<file path="src/rtl/axi_rw_pkg.sv">
`default_nettype none

package axi_rw_pkg;

  localparam int AXI_ADDR_W = 32;

  localparam logic [1:0] BURST_INCR = 2'b01;

  typedef enum logic {
    REQ_READ  = 1'b0,
    REQ_WRITE = 1'b1
  } req_op_e;

  typedef enum logic [1:0] {
    RESP_OKAY   = 2'b00,
    RESP_EXOKAY = 2'b01,
    RESP_SLVERR = 2'b10,
    RESP_DECERR = 2'b11
  } axi_resp_e;

  // one request in flight, done lasts a single cycle
  typedef enum logic [1:0] {
    ST_IDLE  = 2'd0,
    ST_WRITE = 2'd1,
    ST_READ  = 2'd2,
    ST_DONE  = 2'd3
  } ctrl_state_e;

endpackage

`default_nettype wire

</file>
<file path="src/rtl/axi_burst_if.sv">
`timescale 1ns/1ps
`default_nettype none

interface axi_burst_if #(
  parameter int DATA_W = 64,
  parameter int BEATS  = 4
);

  localparam int LINE_W = DATA_W * BEATS;
  // counter width from beats per line
  localparam int LEN_W  = (LINE_W / DATA_W > 1) ? $clog2(LINE_W / DATA_W) : 1;

  logic                              start;
  logic [axi_rw_pkg::AXI_ADDR_W-1:0] addr;
  logic [LEN_W-1:0]                  len;
  logic                              done;
  axi_rw_pkg::axi_resp_e             resp;

  modport ctrl_mp (
    output start,
    output addr,
    output len,
    input  done,
    input  resp
  );

  modport chan_mp (
    input  start,
    input  addr,
    input  len,
    output done,
    output resp
  );

endinterface

`default_nettype wire

</file>
<file path="src/rtl/axi_rd_chan.sv">
`timescale 1ns/1ps
`default_nettype none

module axi_rd_chan #(
  parameter int DATA_W = 64,
  parameter int BEATS  = 4,
  parameter int AXI_ID = 0
) (
  input  wire                               clock,
  input  wire                               rst_n_i,
  axi_burst_if.chan_mp                      bus,
  output logic [DATA_W*BEATS-1:0]           line_o,
  input  wire                               io_master_arready_i,
  output logic                              io_master_arvalid_o,
  output logic [axi_rw_pkg::AXI_ADDR_W-1:0] io_master_araddr_o,
  output logic [3:0]                        io_master_arid_o,
  output logic [7:0]                        io_master_arlen_o,
  output logic [2:0]                        io_master_arsize_o,
  output logic [1:0]                        io_master_arburst_o,
  output logic                              io_master_rready_o,
  input  wire                               io_master_rvalid_i,
  input  wire [1:0]                         io_master_rresp_i,
  input  wire [DATA_W-1:0]                  io_master_rdata_i,
  input  wire                               io_master_rlast_i
);

  localparam int LINE_W = DATA_W * BEATS;
  localparam int LEN_W  = (BEATS > 1) ? $clog2(BEATS) : 1;
  localparam logic [2:0] AX_SIZE = 3'($clog2(DATA_W / 8));

  logic                              ar_valid_q;
  logic                              r_ready_q;
  logic                              done_q;
  logic [axi_rw_pkg::AXI_ADDR_W-1:0] addr_q;
  logic [LEN_W-1:0]                  len_q;
  logic [LEN_W-1:0]                  beat_q;
  logic [LINE_W-1:0]                 line_q;
  axi_rw_pkg::axi_resp_e             resp_q;
  logic                              r_fire;

  assign r_fire = r_ready_q && io_master_rvalid_i;

  //////////////////////////////////////////////////
  // handshake state
  always_ff @(posedge clock or negedge rst_n_i) begin
    if (!rst_n_i) begin
      ar_valid_q <= 1'b0;
      r_ready_q  <= 1'b0;
      done_q     <= 1'b0;
      beat_q     <= '0;
    end else begin
      done_q <= 1'b0;
      if (bus.start) begin
        ar_valid_q <= 1'b1;
        beat_q     <= '0;
      end else begin
        if (ar_valid_q && io_master_arready_i) begin
          ar_valid_q <= 1'b0;
          r_ready_q  <= 1'b1;
        end
        if (r_fire) begin
          beat_q <= beat_q + 1'b1;
          if (io_master_rlast_i) begin
            r_ready_q <= 1'b0;
            done_q    <= 1'b1;
          end
        end
      end
    end
  end

  // unused beats stay zero, first error response sticks
  always_ff @(posedge clock) begin
    if (bus.start) begin
      addr_q <= bus.addr;
      len_q  <= bus.len;
      line_q <= '0;
      resp_q <= axi_rw_pkg::RESP_OKAY;
    end else if (r_fire) begin
      line_q[beat_q*DATA_W +: DATA_W] <= io_master_rdata_i;
      if (resp_q == axi_rw_pkg::RESP_OKAY) begin
        resp_q <= axi_rw_pkg::axi_resp_e'(io_master_rresp_i);
      end
    end
  end

  assign io_master_arvalid_o = ar_valid_q;
  assign io_master_araddr_o  = addr_q;
  assign io_master_arid_o    = 4'(AXI_ID);
  assign io_master_arlen_o   = 8'(len_q);
  assign io_master_arsize_o  = AX_SIZE;
  assign io_master_arburst_o = axi_rw_pkg::BURST_INCR;
  assign io_master_rready_o  = r_ready_q;

  assign line_o   = line_q;
  assign bus.done = done_q;
  assign bus.resp = resp_q;

endmodule

`default_nettype wire

</file>
<file path="src/rtl/axi_rw_ctrl.sv">
`timescale 1ns/1ps
`default_nettype none

module axi_rw_ctrl #(
  parameter int BEATS = 4
) (
  input  wire                              clock,
  input  wire                              rst_n_i,
  input  wire                              user_valid_i,
  input  wire axi_rw_pkg::req_op_e         user_op_i,
  input  wire [axi_rw_pkg::AXI_ADDR_W-1:0] user_addr_i,
  input  wire [7:0]                        user_blks_i,
  output logic                             user_ready_o,
  output axi_rw_pkg::axi_resp_e            user_resp_o,
  axi_burst_if.ctrl_mp                     wr_mp,
  axi_burst_if.ctrl_mp                     rd_mp
);

  localparam int LEN_W = (BEATS > 1) ? $clog2(BEATS) : 1;

  axi_rw_pkg::ctrl_state_e           state_q;
  logic                              wr_start_q;
  logic                              rd_start_q;
  logic [axi_rw_pkg::AXI_ADDR_W-1:0] addr_q;
  logic [LEN_W-1:0]                  len_q;
  logic [7:0]                        blks_clamp;
  logic                              accept;

  assign accept     = (state_q == axi_rw_pkg::ST_IDLE) && user_valid_i;
  // never ask for more beats than a line holds
  assign blks_clamp = (user_blks_i > 8'(BEATS - 1)) ? 8'(BEATS - 1) : user_blks_i;

  always_ff @(posedge clock or negedge rst_n_i) begin
    if (!rst_n_i) begin
      state_q     <= axi_rw_pkg::ST_IDLE;
      wr_start_q  <= 1'b0;
      rd_start_q  <= 1'b0;
      user_resp_o <= axi_rw_pkg::RESP_OKAY;
    end else begin
      wr_start_q <= 1'b0;
      rd_start_q <= 1'b0;
      case (state_q)
        axi_rw_pkg::ST_IDLE: begin
          if (accept) begin
            if (user_op_i == axi_rw_pkg::REQ_WRITE) begin
              state_q    <= axi_rw_pkg::ST_WRITE;
              wr_start_q <= 1'b1;
            end else begin
              state_q    <= axi_rw_pkg::ST_READ;
              rd_start_q <= 1'b1;
            end
          end
        end
        axi_rw_pkg::ST_WRITE: begin
          if (wr_mp.done) begin
            state_q     <= axi_rw_pkg::ST_DONE;
            user_resp_o <= wr_mp.resp;
          end
        end
        axi_rw_pkg::ST_READ: begin
          if (rd_mp.done) begin
            state_q     <= axi_rw_pkg::ST_DONE;
            user_resp_o <= rd_mp.resp;
          end
        end
        default: state_q <= axi_rw_pkg::ST_IDLE;
      endcase
    end
  end

  always_ff @(posedge clock) begin
    if (accept) begin
      addr_q <= user_addr_i;
      len_q  <= LEN_W'(blks_clamp);
    end
  end

  assign user_ready_o = (state_q == axi_rw_pkg::ST_DONE);

  assign wr_mp.start = wr_start_q;
  assign wr_mp.addr  = addr_q;
  assign wr_mp.len   = len_q;
  assign rd_mp.start = rd_start_q;
  assign rd_mp.addr  = addr_q;
  assign rd_mp.len   = len_q;

endmodule

`default_nettype wire

</file>
<file path="src/rtl/axi_rw_top.sv">
`timescale 1ns/1ps
`default_nettype none

module axi_rw_top #(
  parameter int DATA_W = 64,
  parameter int BEATS  = 4,
  parameter int AXI_ID = 0
) (
  input  wire                               clock,
  input  wire                               rst_n_i,
  // user side
  input  wire                               user_valid_i,
  input  wire axi_rw_pkg::req_op_e          user_op_i,
  input  wire [axi_rw_pkg::AXI_ADDR_W-1:0]  user_addr_i,
  input  wire [7:0]                         user_blks_i,
  input  wire [DATA_W*BEATS-1:0]            user_wdata_i,
  output logic                              user_ready_o,
  output logic [DATA_W*BEATS-1:0]           user_rdata_o,
  output axi_rw_pkg::axi_resp_e             user_resp_o,
  // axi write
  input  wire                               io_master_awready_i,
  output logic                              io_master_awvalid_o,
  output logic [axi_rw_pkg::AXI_ADDR_W-1:0] io_master_awaddr_o,
  output logic [3:0]                        io_master_awid_o,
  output logic [7:0]                        io_master_awlen_o,
  output logic [2:0]                        io_master_awsize_o,
  output logic [1:0]                        io_master_awburst_o,
  input  wire                               io_master_wready_i,
  output logic                              io_master_wvalid_o,
  output logic [DATA_W-1:0]                 io_master_wdata_o,
  output logic [DATA_W/8-1:0]               io_master_wstrb_o,
  output logic                              io_master_wlast_o,
  output logic                              io_master_bready_o,
  input  wire                               io_master_bvalid_i,
  input  wire [1:0]                         io_master_bresp_i,
  // axi read
  input  wire                               io_master_arready_i,
  output logic                              io_master_arvalid_o,
  output logic [axi_rw_pkg::AXI_ADDR_W-1:0] io_master_araddr_o,
  output logic [3:0]                        io_master_arid_o,
  output logic [7:0]                        io_master_arlen_o,
  output logic [2:0]                        io_master_arsize_o,
  output logic [1:0]                        io_master_arburst_o,
  output logic                              io_master_rready_o,
  input  wire                               io_master_rvalid_i,
  input  wire [1:0]                         io_master_rresp_i,
  input  wire [DATA_W-1:0]                  io_master_rdata_i,
  input  wire                               io_master_rlast_i
);

  axi_burst_if #(.DATA_W(DATA_W), .BEATS(BEATS)) wr_bus ();
  axi_burst_if #(.DATA_W(DATA_W), .BEATS(BEATS)) rd_bus ();

  axi_rw_ctrl #(.BEATS(BEATS)) u_ctrl (
    .wr_mp (wr_bus),
    .rd_mp (rd_bus),
    .*
  );

  // channel ports carry the top level names
  axi_wr_chan #(.DATA_W(DATA_W), .BEATS(BEATS), .AXI_ID(AXI_ID)) u_wr_chan (
    .bus    (wr_bus),
    .line_i (user_wdata_i),
    .*
  );

  axi_rd_chan #(.DATA_W(DATA_W), .BEATS(BEATS), .AXI_ID(AXI_ID)) u_rd_chan (
    .bus    (rd_bus),
    .line_o (user_rdata_o),
    .*
  );

endmodule

`default_nettype wire

</file>
<file path="src/rtl/axi_wr_chan.sv">
`timescale 1ns/1ps
`default_nettype none

module axi_wr_chan #(
  parameter int DATA_W = 64,
  parameter int BEATS  = 4,
  parameter int AXI_ID = 0
) (
  input  wire                               clock,
  input  wire                               rst_n_i,
  axi_burst_if.chan_mp                      bus,
  input  wire [DATA_W*BEATS-1:0]            line_i,
  input  wire                               io_master_awready_i,
  output logic                              io_master_awvalid_o,
  output logic [axi_rw_pkg::AXI_ADDR_W-1:0] io_master_awaddr_o,
  output logic [3:0]                        io_master_awid_o,
  output logic [7:0]                        io_master_awlen_o,
  output logic [2:0]                        io_master_awsize_o,
  output logic [1:0]                        io_master_awburst_o,
  input  wire                               io_master_wready_i,
  output logic                              io_master_wvalid_o,
  output logic [DATA_W-1:0]                 io_master_wdata_o,
  output logic [DATA_W/8-1:0]               io_master_wstrb_o,
  output logic                              io_master_wlast_o,
  output logic                              io_master_bready_o,
  input  wire                               io_master_bvalid_i,
  input  wire [1:0]                         io_master_bresp_i
);

  localparam int LINE_W = DATA_W * BEATS;
  localparam int LEN_W  = (BEATS > 1) ? $clog2(BEATS) : 1;
  localparam logic [2:0] AX_SIZE = 3'($clog2(DATA_W / 8));

  logic                              aw_valid_q;
  logic                              w_valid_q;
  logic                              b_ready_q;
  logic                              done_q;
  logic [axi_rw_pkg::AXI_ADDR_W-1:0] addr_q;
  logic [LEN_W-1:0]                  len_q;
  logic [LEN_W-1:0]                  beat_q;
  logic [LINE_W-1:0]                 line_q;
  axi_rw_pkg::axi_resp_e             resp_q;
  logic                              w_fire;
  logic                              b_fire;
  logic                              w_final;

  assign w_fire  = w_valid_q && io_master_wready_i;
  assign b_fire  = b_ready_q && io_master_bvalid_i;
  assign w_final = (beat_q == len_q);

  //////////////////////////////////////////////////
  // handshake state
  always_ff @(posedge clock or negedge rst_n_i) begin
    if (!rst_n_i) begin
      aw_valid_q <= 1'b0;
      w_valid_q  <= 1'b0;
      b_ready_q  <= 1'b0;
      done_q     <= 1'b0;
      beat_q     <= '0;
    end else begin
      done_q <= 1'b0;
      if (bus.start) begin
        aw_valid_q <= 1'b1;
        w_valid_q  <= 1'b1;
        beat_q     <= '0;
      end else begin
        if (aw_valid_q && io_master_awready_i) begin
          aw_valid_q <= 1'b0;
        end
        if (w_fire) begin
          if (w_final) begin
            w_valid_q <= 1'b0;
            b_ready_q <= 1'b1;
          end else begin
            beat_q <= beat_q + 1'b1;
          end
        end
        if (b_fire) begin
          b_ready_q <= 1'b0;
          done_q    <= 1'b1;
        end
      end
    end
  end

  // line shifts down one beat per accepted W
  always_ff @(posedge clock) begin
    if (bus.start) begin
      addr_q <= bus.addr;
      len_q  <= bus.len;
      line_q <= line_i;
    end else if (w_fire) begin
      line_q <= line_q >> DATA_W;
    end
    if (b_fire) begin
      resp_q <= axi_rw_pkg::axi_resp_e'(io_master_bresp_i);
    end
  end

  //////////////////////////////////////////////////
  // outputs
  assign io_master_awvalid_o = aw_valid_q;
  assign io_master_awaddr_o  = addr_q;
  assign io_master_awid_o    = 4'(AXI_ID);
  assign io_master_awlen_o   = 8'(len_q);
  assign io_master_awsize_o  = AX_SIZE;
  assign io_master_awburst_o = axi_rw_pkg::BURST_INCR;
  assign io_master_wvalid_o  = w_valid_q;
  assign io_master_wdata_o   = line_q[DATA_W-1:0];
  assign io_master_wstrb_o   = '1;
  assign io_master_wlast_o   = w_valid_q && w_final;
  assign io_master_bready_o  = b_ready_q;

  assign bus.done = done_q;
  assign bus.resp = resp_q;

endmodule

`default_nettype wire

</file>
<file path="config.mk">
export PLATFORM = sky130hd
export DESIGN_NAME = axi_rw_top
export DESIGN_NICKNAME = d
export VERILOG_FILES = /design/src/rtl/axi_rw_pkg.sv /design/src/rtl/axi_burst_if.sv /design/src/rtl/axi_rd_chan.sv /design/src/rtl/axi_rw_ctrl.sv /design/src/rtl/axi_rw_top.sv /design/src/rtl/axi_wr_chan.sv
export SDC_FILE = /design/constraint.sdc
export NUM_CORES = 1
export LEC_CHECK = 0
export BUFFER_PORTS_ARGS = -buffer_cell sky130_fd_sc_hd__buf_2
export CELL_PAD_IN_SITES_DETAIL_PLACEMENT = 1
export CELL_PAD_IN_SITES_GLOBAL_PLACEMENT = 2
export CORE_AREA = 2 2 316 318
export DETAILED_ROUTE_END_ITERATION = 7
export DIE_AREA = 0 0 318 320
export PLACE_DENSITY = 0.59
export SKIP_CTS_REPAIR_TIMING = 1
export SLEW_MARGIN = 20
export SYNTH_ARGS = -nofsm -noshare
export SYNTH_HDL_FRONTEND = slang
export SYNTH_HIERARCHICAL = 1
export SYNTH_SLANG_ARGS = --single-unit
</file>
<file path="constraint.sdc">
create_clock -name clock -period 9.5 [get_ports clock]
set_clock_uncertainty 0.05 [all_clocks]
set_input_delay 2.85 -clock clock [delete_from_list [all_inputs] [get_ports clock]]
set_output_delay 2.85 -clock clock [all_outputs]
set_load 0.05 [all_outputs]
</file>
* Yosys cells after proc, flatten, opt, wreduce, memory -nomap -nowiden *
Index checks and enable logic that the tools add are counted.

storage, ports and cells
  input bits = 374
  word-level logic and storage cells = 101
  output and inout port bits = 435
  register bits after elaboration = 635

operators by class
  bitwise operators = 1
  reduce and logical (&&, ||, !) cells = 23
  shift operators = 2
  muxes and demuxes = 40
  eq/ne operators = 8
  add/sub/neg operators = 3
  $lt $le $gt $ge = 1

operators with widths
  kind                                                                             count
  256-bit two-way mux                                                              2
  256-bit bitwise mux                                                              1
  64-bit by 34-bit variable shift with 256-bit output, first input constant        1
  64-bit by 34-bit indexed part select with 256-bit output                         1
  8-bit negation with 34-bit output                                                1
  1-bit two-way mux                                                                24
  2-bit two-way mux                                                                11
  2-bit nonzero test                                                               8
  3-bit AND reduction                                                              3
  8-bit by 2-bit greater-than comparator with 1-bit output, second input constant  1
  1-bit logical AND                                                                7
  2-bit by 1-bit inequality test with 1-bit output, second input constant          3
  2-bit case mux with 3 select lines                                               1
  2-bit AND reduction                                                              3
  2-bit by 1-bit adder with 2-bit output, second input constant                    2
  2-bit == test, second input constant                                             2
  2-bit zero test                                                                  2
  2-bit case mux with 2 select lines                                               1
  2-bit by 1-bit == test with 1-bit output, second input constant                  1
  2-bit == test                                                                    1
  2-bit inequality test, second input constant                                     1
  1-bit NOT                                                                        1

* Depth between registers and ports, before layout *
Gate-level depths: netlist of the first run.

  depth after elaboration = 4
  depth in mapped cells = 8
  gate-level depth less buffers = 5

* Cells and area by module *
The synthesis of the first run kept the hierarchy.

by module, submodules not included
  module       area an instance (µm²)  cells each  seq. area each (µm²)  instances
  axi_wr_chan  12,574.6                697         8,918.6               1
  axi_rd_chan  9,649.3                 806         6,311.1               1
  axi_rw_ctrl  1,696.6                 105         1,171.1               1

* Least setup slack after synthesis of the first run *
OpenSTA, ideal clock, no wires.

  path type = input-to-reg
  start point = input port io_master_wready_i
  end point = register u_wr_chan.line_q[0] (enable)
  library setup time = 662 ps
  path slack = 19 ps
  stages = 2
  data arrival time = 8,769 ps
  data required time = 8,788 ps
  path buffers = 0
  cell sequence = nand2_1 nand2b_1

on the way
  cells in the longest elaborated chain, start to end = 2

RTL lines
  what                                 RTL line           RTL
  start: declaration                   axi_rw_top.sv:28   input wire io_master_wready_i,
  1-bit logical AND                    axi_wr_chan.sv:47  assign w_fire = w_valid_q && io_master_wready_i;
  2-bit nonzero test (no source line)  --
  end signal: assignment               axi_wr_chan.sv:91  line_q <= line_i;
  end signal: assignment               axi_wr_chan.sv:93  line_q <= line_q >> DATA_W;
  end: declaration                     axi_wr_chan.sv:41  logic [LINE_W-1:0] line_q;

Every way passes these cells.
A chain may end at the register's enable or synchronous reset.

* Worst setup path in the final report of the first run *
  start point = register u_wr_chan.len_q[1]
  end point = output port io_master_wlast_o

on the way
  cells in the longest elaborated chain, start to end = 2

RTL lines
  what                      RTL line            RTL
  start: declaration        axi_wr_chan.sv:39   logic [LEN_W-1:0] len_q;
  start signal: assignment  axi_wr_chan.sv:90   len_q <= bus.len;
  2-bit == test             axi_wr_chan.sv:49   assign w_final = (beat_q == len_q);
  1-bit logical AND         axi_wr_chan.sv:111  assign io_master_wlast_o = w_valid_q && w_final;
  end: declaration          axi_rw_top.sv:32    output logic io_master_wlast_o,

Every way passes these cells.

==> impl_metrics.json, run 1 <==
{
  "status": "complete, no violations",
  "clk_root_buffer_cell": "sky130_fd_sc_hd__clkbuf_16",
  "final_period_minus_worst_setup_slack_ns": 4.90,
  "switching_power_mw": 3.48,
  "clock_tree.htree_level_count": 3,
  "worst_rel_slew_slack_pct": 24.5,
  "synth_compound_area_share_pct": 8.82,
  "worst_setup_path_end_kind": "output port",
  "dr.pass1.iters": 5,
  "fp.dieW_um": 318,
  "post_synth_design_cell_area_mm2": 0.0239,
  "clock_share_of_power_pct": 30.1,
  "post_synth_xor_area_fraction_pct": 0.141,
  "portion_of_netlist_area_occupied_by_mux_cells_pct": 9.43,
  "setup_total_negative_slack_ns": 0,
  "critPathTopFamily": "flip-flops",
  "fillers": 10700,
  "final_max_slew_viol_count": 0,
  "detailroute.via_count": 15600,
  "groute.usage.overall_pct": 15.5,
  "cts.sinks": 635,
  "fin_hold_ws_ns": 0.391,
  "critPathArrivalTime_ns": 2.00,
  "crit_chain": "xnor2_1 > and3_1 > buf_2",
  "rsz0062_at_grt": "false",
  "routability_congestion_estimate_from_global_placement": 0.790,
  "synth_top_family_by_area": "multiplexers",
  "drt-wirelength-per-cell_um": 22.3,
  "power_switching_share_pct": 36.5,
  "first_pass_grt_wire_length_um": 117000,
  "syn_to_final_growth_pct": 27.7,
  "max-clock-path-buffers": 3,
  "initialDrtViolationCount": 780,
  "path_class": "reg2out",
  "cts_made_buffers": 76,
  "worst_path_max_delay_cell": "sky130_fd_sc_hd__edfxtp_1",
  "place.port_buffers": 770,
  "hold_path_class": "reg2reg",
  "drc": 0,
  "fin_crit_sh_pct": 51.5,
  "drt_wl_total_um": 80700,
  "final_common_cell": "sky130_fd_sc_hd__buf_2",
  "drt-vias-per-instance": 4.31,
  "critPathLaunchType": "flop",
  "cap_violations": 0,
  "comb_power_share_pct": 28.7,
  "synth_fa_ha_area_share_pct": 0.523,
  "cts_tree": "yes",
  "critical_path_buf_inv_count": 1,
  "worst_setup_hold_path_clk_slew_ns": 0.05,
  "netlist_top_cells_area": "sky130_fd_sc_hd__edfxtp_1 45%, sky130_fd_sc_hd__dfxtp_1 22%, sky130_fd_sc_hd__mux2_1 9.0%, sky130_fd_sc_hd__a22o_1 7.0%, sky130_fd_sc_hd__buf_4 4.3%",
  "critical_path.max_fanout": 5,
  "post_synth.cell_area_avg_um2": 14.9,
  "fmax_mhz": 204,
  "post_synth_num_cell_types": 44,
  "dieArea_mm2": 0.102,
  "antenna_violations_before_repair": 25,
  "ff_latch_area_mm2": 0.0164,
  "sequentialPowerShare_pct": 41.2,
  "synthSimpleGateAreaFrac_pct": 5.53,
  "chipHeight_um": 320,
  "report.final.setup_viol": 0,
  "tightestPinTransition_ns": 1.13,
  "post_synth_inst_count": 1608,
  "finalNetCount": 2658,
  "number_of_global_route_vias_before_repair": 16700,
  "ant_nets": 0,
  "synth_largest_type_area_fraction_pct": 45.2,
  "peakVddDrop_uv": 159,
  "clkLatencyLatePin_ns": 0.62,
  "grt_overflow_total": 0,
  "crit_required_ns": 6.60,
  "p_per_area_mw_per_mm2": 312,
  "place.detailed.hpwl_um": 57900,
  "mostFrequentLayoutCells": "770 x sky130_fd_sc_hd__buf_2, 360 x sky130_fd_sc_hd__edfxtp_1, 258 x sky130_fd_sc_hd__dfxtp_1",
  "internal_power_mw": 6.06,
  "area_taken_by_multi_input_logic_gates_mm2": 0.00604,
  "critical_path.max_stage_delay_ns": 0.44,
  "synth_seq_area_share_pct": 68.6,
  "pin_count_of_the_biggest_net_entering_global_routing": 178,
  "ys_ff_latch": 635,
  "share_of_cells_above_drive_strength_1_pct": 39.5,
  "p_leak_nw": 12.7,
  "hold_viol": 0,
  "netlist.top_cell.by_area": "sky130_fd_sc_hd__edfxtp_1",
  "floorplan.rows": 115,
  "floorplan.initialDensity_pct": 24.4,
  "pin_count": 809,
  "fp.coreArea_mm2": 0.0980,
  "synth_warnings": 6
}
## registers in the layout, indices dropped and copies added (netlist names), 2 cells and up
signal	cells
u_wr_chan/beat_q	2
u_wr_chan/bus.resp	2
u_ctrl/rd_mp.len	2
u_wr_chan/line_q	256
u_wr_chan/len_q	2
u_ctrl/rd_mp.addr	32
u_ctrl/user_resp_o	2
u_ctrl/state_q	2
u_wr_chan/io_master_awaddr_o	32
u_rd_chan/line_o	256
u_rd_chan/bus.resp	2
u_rd_chan/beat_q	2
u_rd_chan/io_master_araddr_o	32
u_rd_chan/len_q	2
## final cells by class
class | instances | area share (%)
flip-flops and latches | 635 | 53.7
well taps | 1287 | 5.27
repair buffers | 786 | 13.1
clock buffers | 98 | 6.76
multi-input cells | 766 | 19.8
inverters | 9 | 0.111
clock inverters | 37 | 1.24
diodes | 6 | 0.0492
## stage by stage
step	worst slack (ns)	area (um2)	std cells	power [mW]	util [%]
after floorplan	0.0192	24000	1642	6.15	-
after global placement	4.68	28100	3483	6.70	28.7
after detailed placement	4.66	28100	3483	6.76	28.7
after CTS	4.53	30500	3618	9.69	31.2
after global routing	4.48	30500	3622	9.98	31.2
final	4.60	30500	3624	9.54	31.2
## path summary, 6_finish.rpt
path,start,endpoint,slack (ns),depth (start not counted)
min reg2reg,u_ctrl/rd_mp.addr[0],u_rd_chan/io_master_araddr_o[0],0.39,0
max in group asynchronous,rst_n_i,u_ctrl/wr_mp.start,6.84,1
min in group asynchronous,rst_n_i,u_ctrl/state_q[0],2.16,1
max,u_wr_chan/len_q[1],io_master_wlast_o,4.60,3
min,u_ctrl/rd_mp.addr[0],u_rd_chan/io_master_araddr_o[0],0.39,0
max reg2reg,u_ctrl/rd_mp.start,u_rd_chan/line_o[33],6.65,4
## routing by layer
metal,up-vias,global-route usage (%),share of wire [%]
met3,145,6.46,9.3
li1,7097,-,-
met5,-,0,0.15
met1,7750,17.2,38
met4,20,6.29,3.3
met2,600,26.0,49
## synthesized netlist by cell type, drive strengths merged
| library cell | number |
|---|---|
| clkbuf | 28 |
| o21bai | 1 |
| and3 | 4 |
| nor4b | 1 |
| ha | 10 |
| dfrtp | 17 |
| nand2 | 71 |
| or2 | 3 |
| mux2 | 199 |
| nand3 | 67 |
| mux2i | 1 |
| dfxtp | 258 |
| nor4 | 4 |
| inv | 9 |
| and2b | 2 |
| nor2b | 6 |
| xnor2 | 3 |
| conb | 4 |
| a21oi | 72 |
| a22o | 192 |
| nor2 | 8 |
| a21o | 2 |
| and2 | 67 |
| o41ai | 1 |
| o21ai | 2 |
| nor3 | 4 |
| a31oi | 2 |
| nand3b | 3 |
| buf | 204 |
| edfxtp | 360 |
| nand2b | 2 |
| nand4b | 1 |
## cell families after synthesis
group	after synthesis
compound gates	272
xor+xnor	3
fa+ha+maj	10
buf+inv	241
flops	635
mux	200
other cells	4
simple gates	243
## power by group through the flow
stage               Sequential [mW]  Combinational, mW  Clock [mW]
floorplan                      4.81               1.34           0
global placement               3.97               2.73           0
detailed placement             3.99               2.77           0
CTS                            3.94               2.77        2.98
global route                   4.00               2.89        3.08
finish                         3.93               2.74        2.88
(Power assumes the default switching activity.)
==> run 2, diff against run 1 <==
- CORE_AREA: 2 2 316 318 -> 2 2 312 314
- DIE_AREA: 0 0 318 320 -> 0 0 314 316
- PLACE_DENSITY: 0.59 -> 0.63
- clock period: 9.5 -> 4.17 ns (I/O delays scaled with it)
==> impl_metrics.json, run 2 (same netlist as run 1, synthesis figures left out) <==
{
  "status": "complete, no violations",
  "dp.cells": 3476,
  "rsz0062_at_grt": "false",
  "cts_made_buffers": 76,
  "clock_tree.htree_level_count": 3,
  "routability_congestion_estimate_from_global_placement": 0.789,
  "fmax_mhz": 305,
  "worst_rel_slew_slack_pct": 28.2,
  "setup_total_negative_slack_ns": 0,
  "p_leak_nw": 12.7,
  "fin_cells": 3617,
  "place.port_buffers": 770,
  "final_max_slew_viol_count": 0,
  "hold_path_class": "reg2reg",
  "peakVddDrop_uv": 381,
  "drt-vias-per-instance": 4.32,
  "drt-wirelength-per-cell_um": 21.7,
  "hold_viol": 0,
  "syn_to_final_growth_pct": 27.7,
  "final_common_cell": "sky130_fd_sc_hd__buf_2",
  "rr_endpoint": "u_rd_chan/line_o[201]",
  "dieArea_mm2": 0.0992,
  "chipHeight_um": 316,
  "fp.dieW_um": 314,
  "critical_path.max_fanout": 5,
  "clk_root_buffer_cell": "sky130_fd_sc_hd__clkbuf_16",
  "pin_count_of_the_biggest_net_entering_global_routing": 192,
  "setup.reg_to_reg.worst_slack_ns": 1.48,
  "grt_overflow_total": 0,
  "drt_wl_total_um": 78600,
  "max-clock-path-buffers": 3,
  "crit_required_ns": 2.87,
  "initialDrtViolationCount": 785,
  "tightestPinTransition_ns": 1.08,
  "groute.usage.overall_pct": 15.3,
  "p_per_area_mw_per_mm2": 702,
  "cts.sinks": 635,
  "whs_path_depth": 0,
  "worst_setup_path_end_kind": "output port",
  "worst_setup_hold_path_clk_slew_ns": 0.06,
  "worstHoldStart": "u_ctrl/rd_mp.addr[31]",
  "floorplan.initialDensity_pct": 24.9,
  "design_area_mm2": 0.0306,
  "detailroute.via_count": 15600,
  "first_pass_grt_wire_length_um": 112000,
  "number_of_global_route_vias_before_repair": 16400,
  "place.detailed.hpwl_um": 56900,
  "path_class": "reg2out",
  "final_period_minus_worst_setup_slack_ns": 3.28,
  "critPathArrivalTime_ns": 1.98,
  "worst_r2r_startpoint": "u_rd_chan/beat_q[0]",
  "fin_hold_ws_ns": 0.394,
  "dr.pass1.iters": 4,
  "floorplan.rows": 114,
  "pre_cts_ws_ns": 0.760,
  "fp.coreArea_mm2": 0.0960,
  "ant_nets": 0,
  "post-route-util_pct": 31.8,
  "drc": 0,
  "dpl-instance-area_mm2": 0.0282,
  "fin_crit_sh_pct": 78.7,
  "pin_count": 809,
  "worstHoldEndpoint": "u_rd_chan/io_master_araddr_o[31]",
  "post-route-worst-setup-slack_ns": 0.887,
  "total_power_mw": 21.4,
  "cap_violations": 0,
  "critPathLaunchType": "flop",
  "cts_tree": "yes",
  "share_of_cells_above_drive_strength_1_pct": 39.9,
  "finalNetCount": 2662,
  "mostFrequentLayoutCells": "770 x sky130_fd_sc_hd__buf_2, 360 x sky130_fd_sc_hd__edfxtp_1, 258 x sky130_fd_sc_hd__dfxtp_1",
  "rr_worst_depth": 6,
  "clkLatencyLatePin_ns": 0.64,
  "report.final.setup_viol": 0,
  "antenna_violations_before_repair": 31
}
-- run 2: changes by cell type in the layout (fill, tap and decap cells not counted), sizes merged --
cell	delta
bufinv	-5
clkinv	+3
inv	+2
clkbuf	+2
buf	+4
diode	-2
-- run 2: cell type report --
type,count,area (um2)
clock inverters,37,285
well taps,1276,1600
inverters,9,33.8
repair buffers,790,4100
multi-input cells,766,6040
fillers,10500,65400
flip-flops and latches,635,16400
clock buffers,100,2080
diodes,4,10.0
-- run 2: how the worst max path moves through the flow --
stage	startpoint	end	slack, ns	cells past startpoint
3_5_place_dp	io_master_rvalid_i	u_rd_chan/line_o[207]	0.76	5
6_report	u_wr_chan/len_q[1]	io_master_wlast_o	0.89	3
4_1_cts	u_wr_chan/len_q[1]	io_master_wlast_o	0.79	3
2_1_floorplan	u_ctrl/wr_mp.start	u_wr_chan/line_q[0]	0.31	4
3_3_place_gp	io_master_rvalid_i	u_rd_chan/line_o[223]	0.84	5
5_1_grt	u_wr_chan/len_q[1]	io_master_wlast_o	0.74	3
-- run 2: report_power, final --
group / internal (mW) / switching, mW
sequential: 8.38 / 0.555
combinational: 1.59 / 4.61
clock: 3.61 / 2.69
-- run 2: layer usage --
metal | global-route usage (%) | vias up | wire length [um]
met5 | 0 | - | 213
met4 | 5.69 | 34 | 2320
met3 | 5.84 | 145 | 7210
met2 | 26.2 | 607 | 39000
met1 | 17.2 | 7725 | 29900
li1 | - | 7106 | -
-- run 2: worst max-delay path, stage by stage, from the launching register on --
cell and delay (ns):
sky130_fd_sc_hd__edfxtp_1 0.47, sky130_fd_sc_hd__xnor2_1 0.37, sky130_fd_sc_hd__and3_1 0.21, sky130_fd_sc_hd__buf_2 0.30
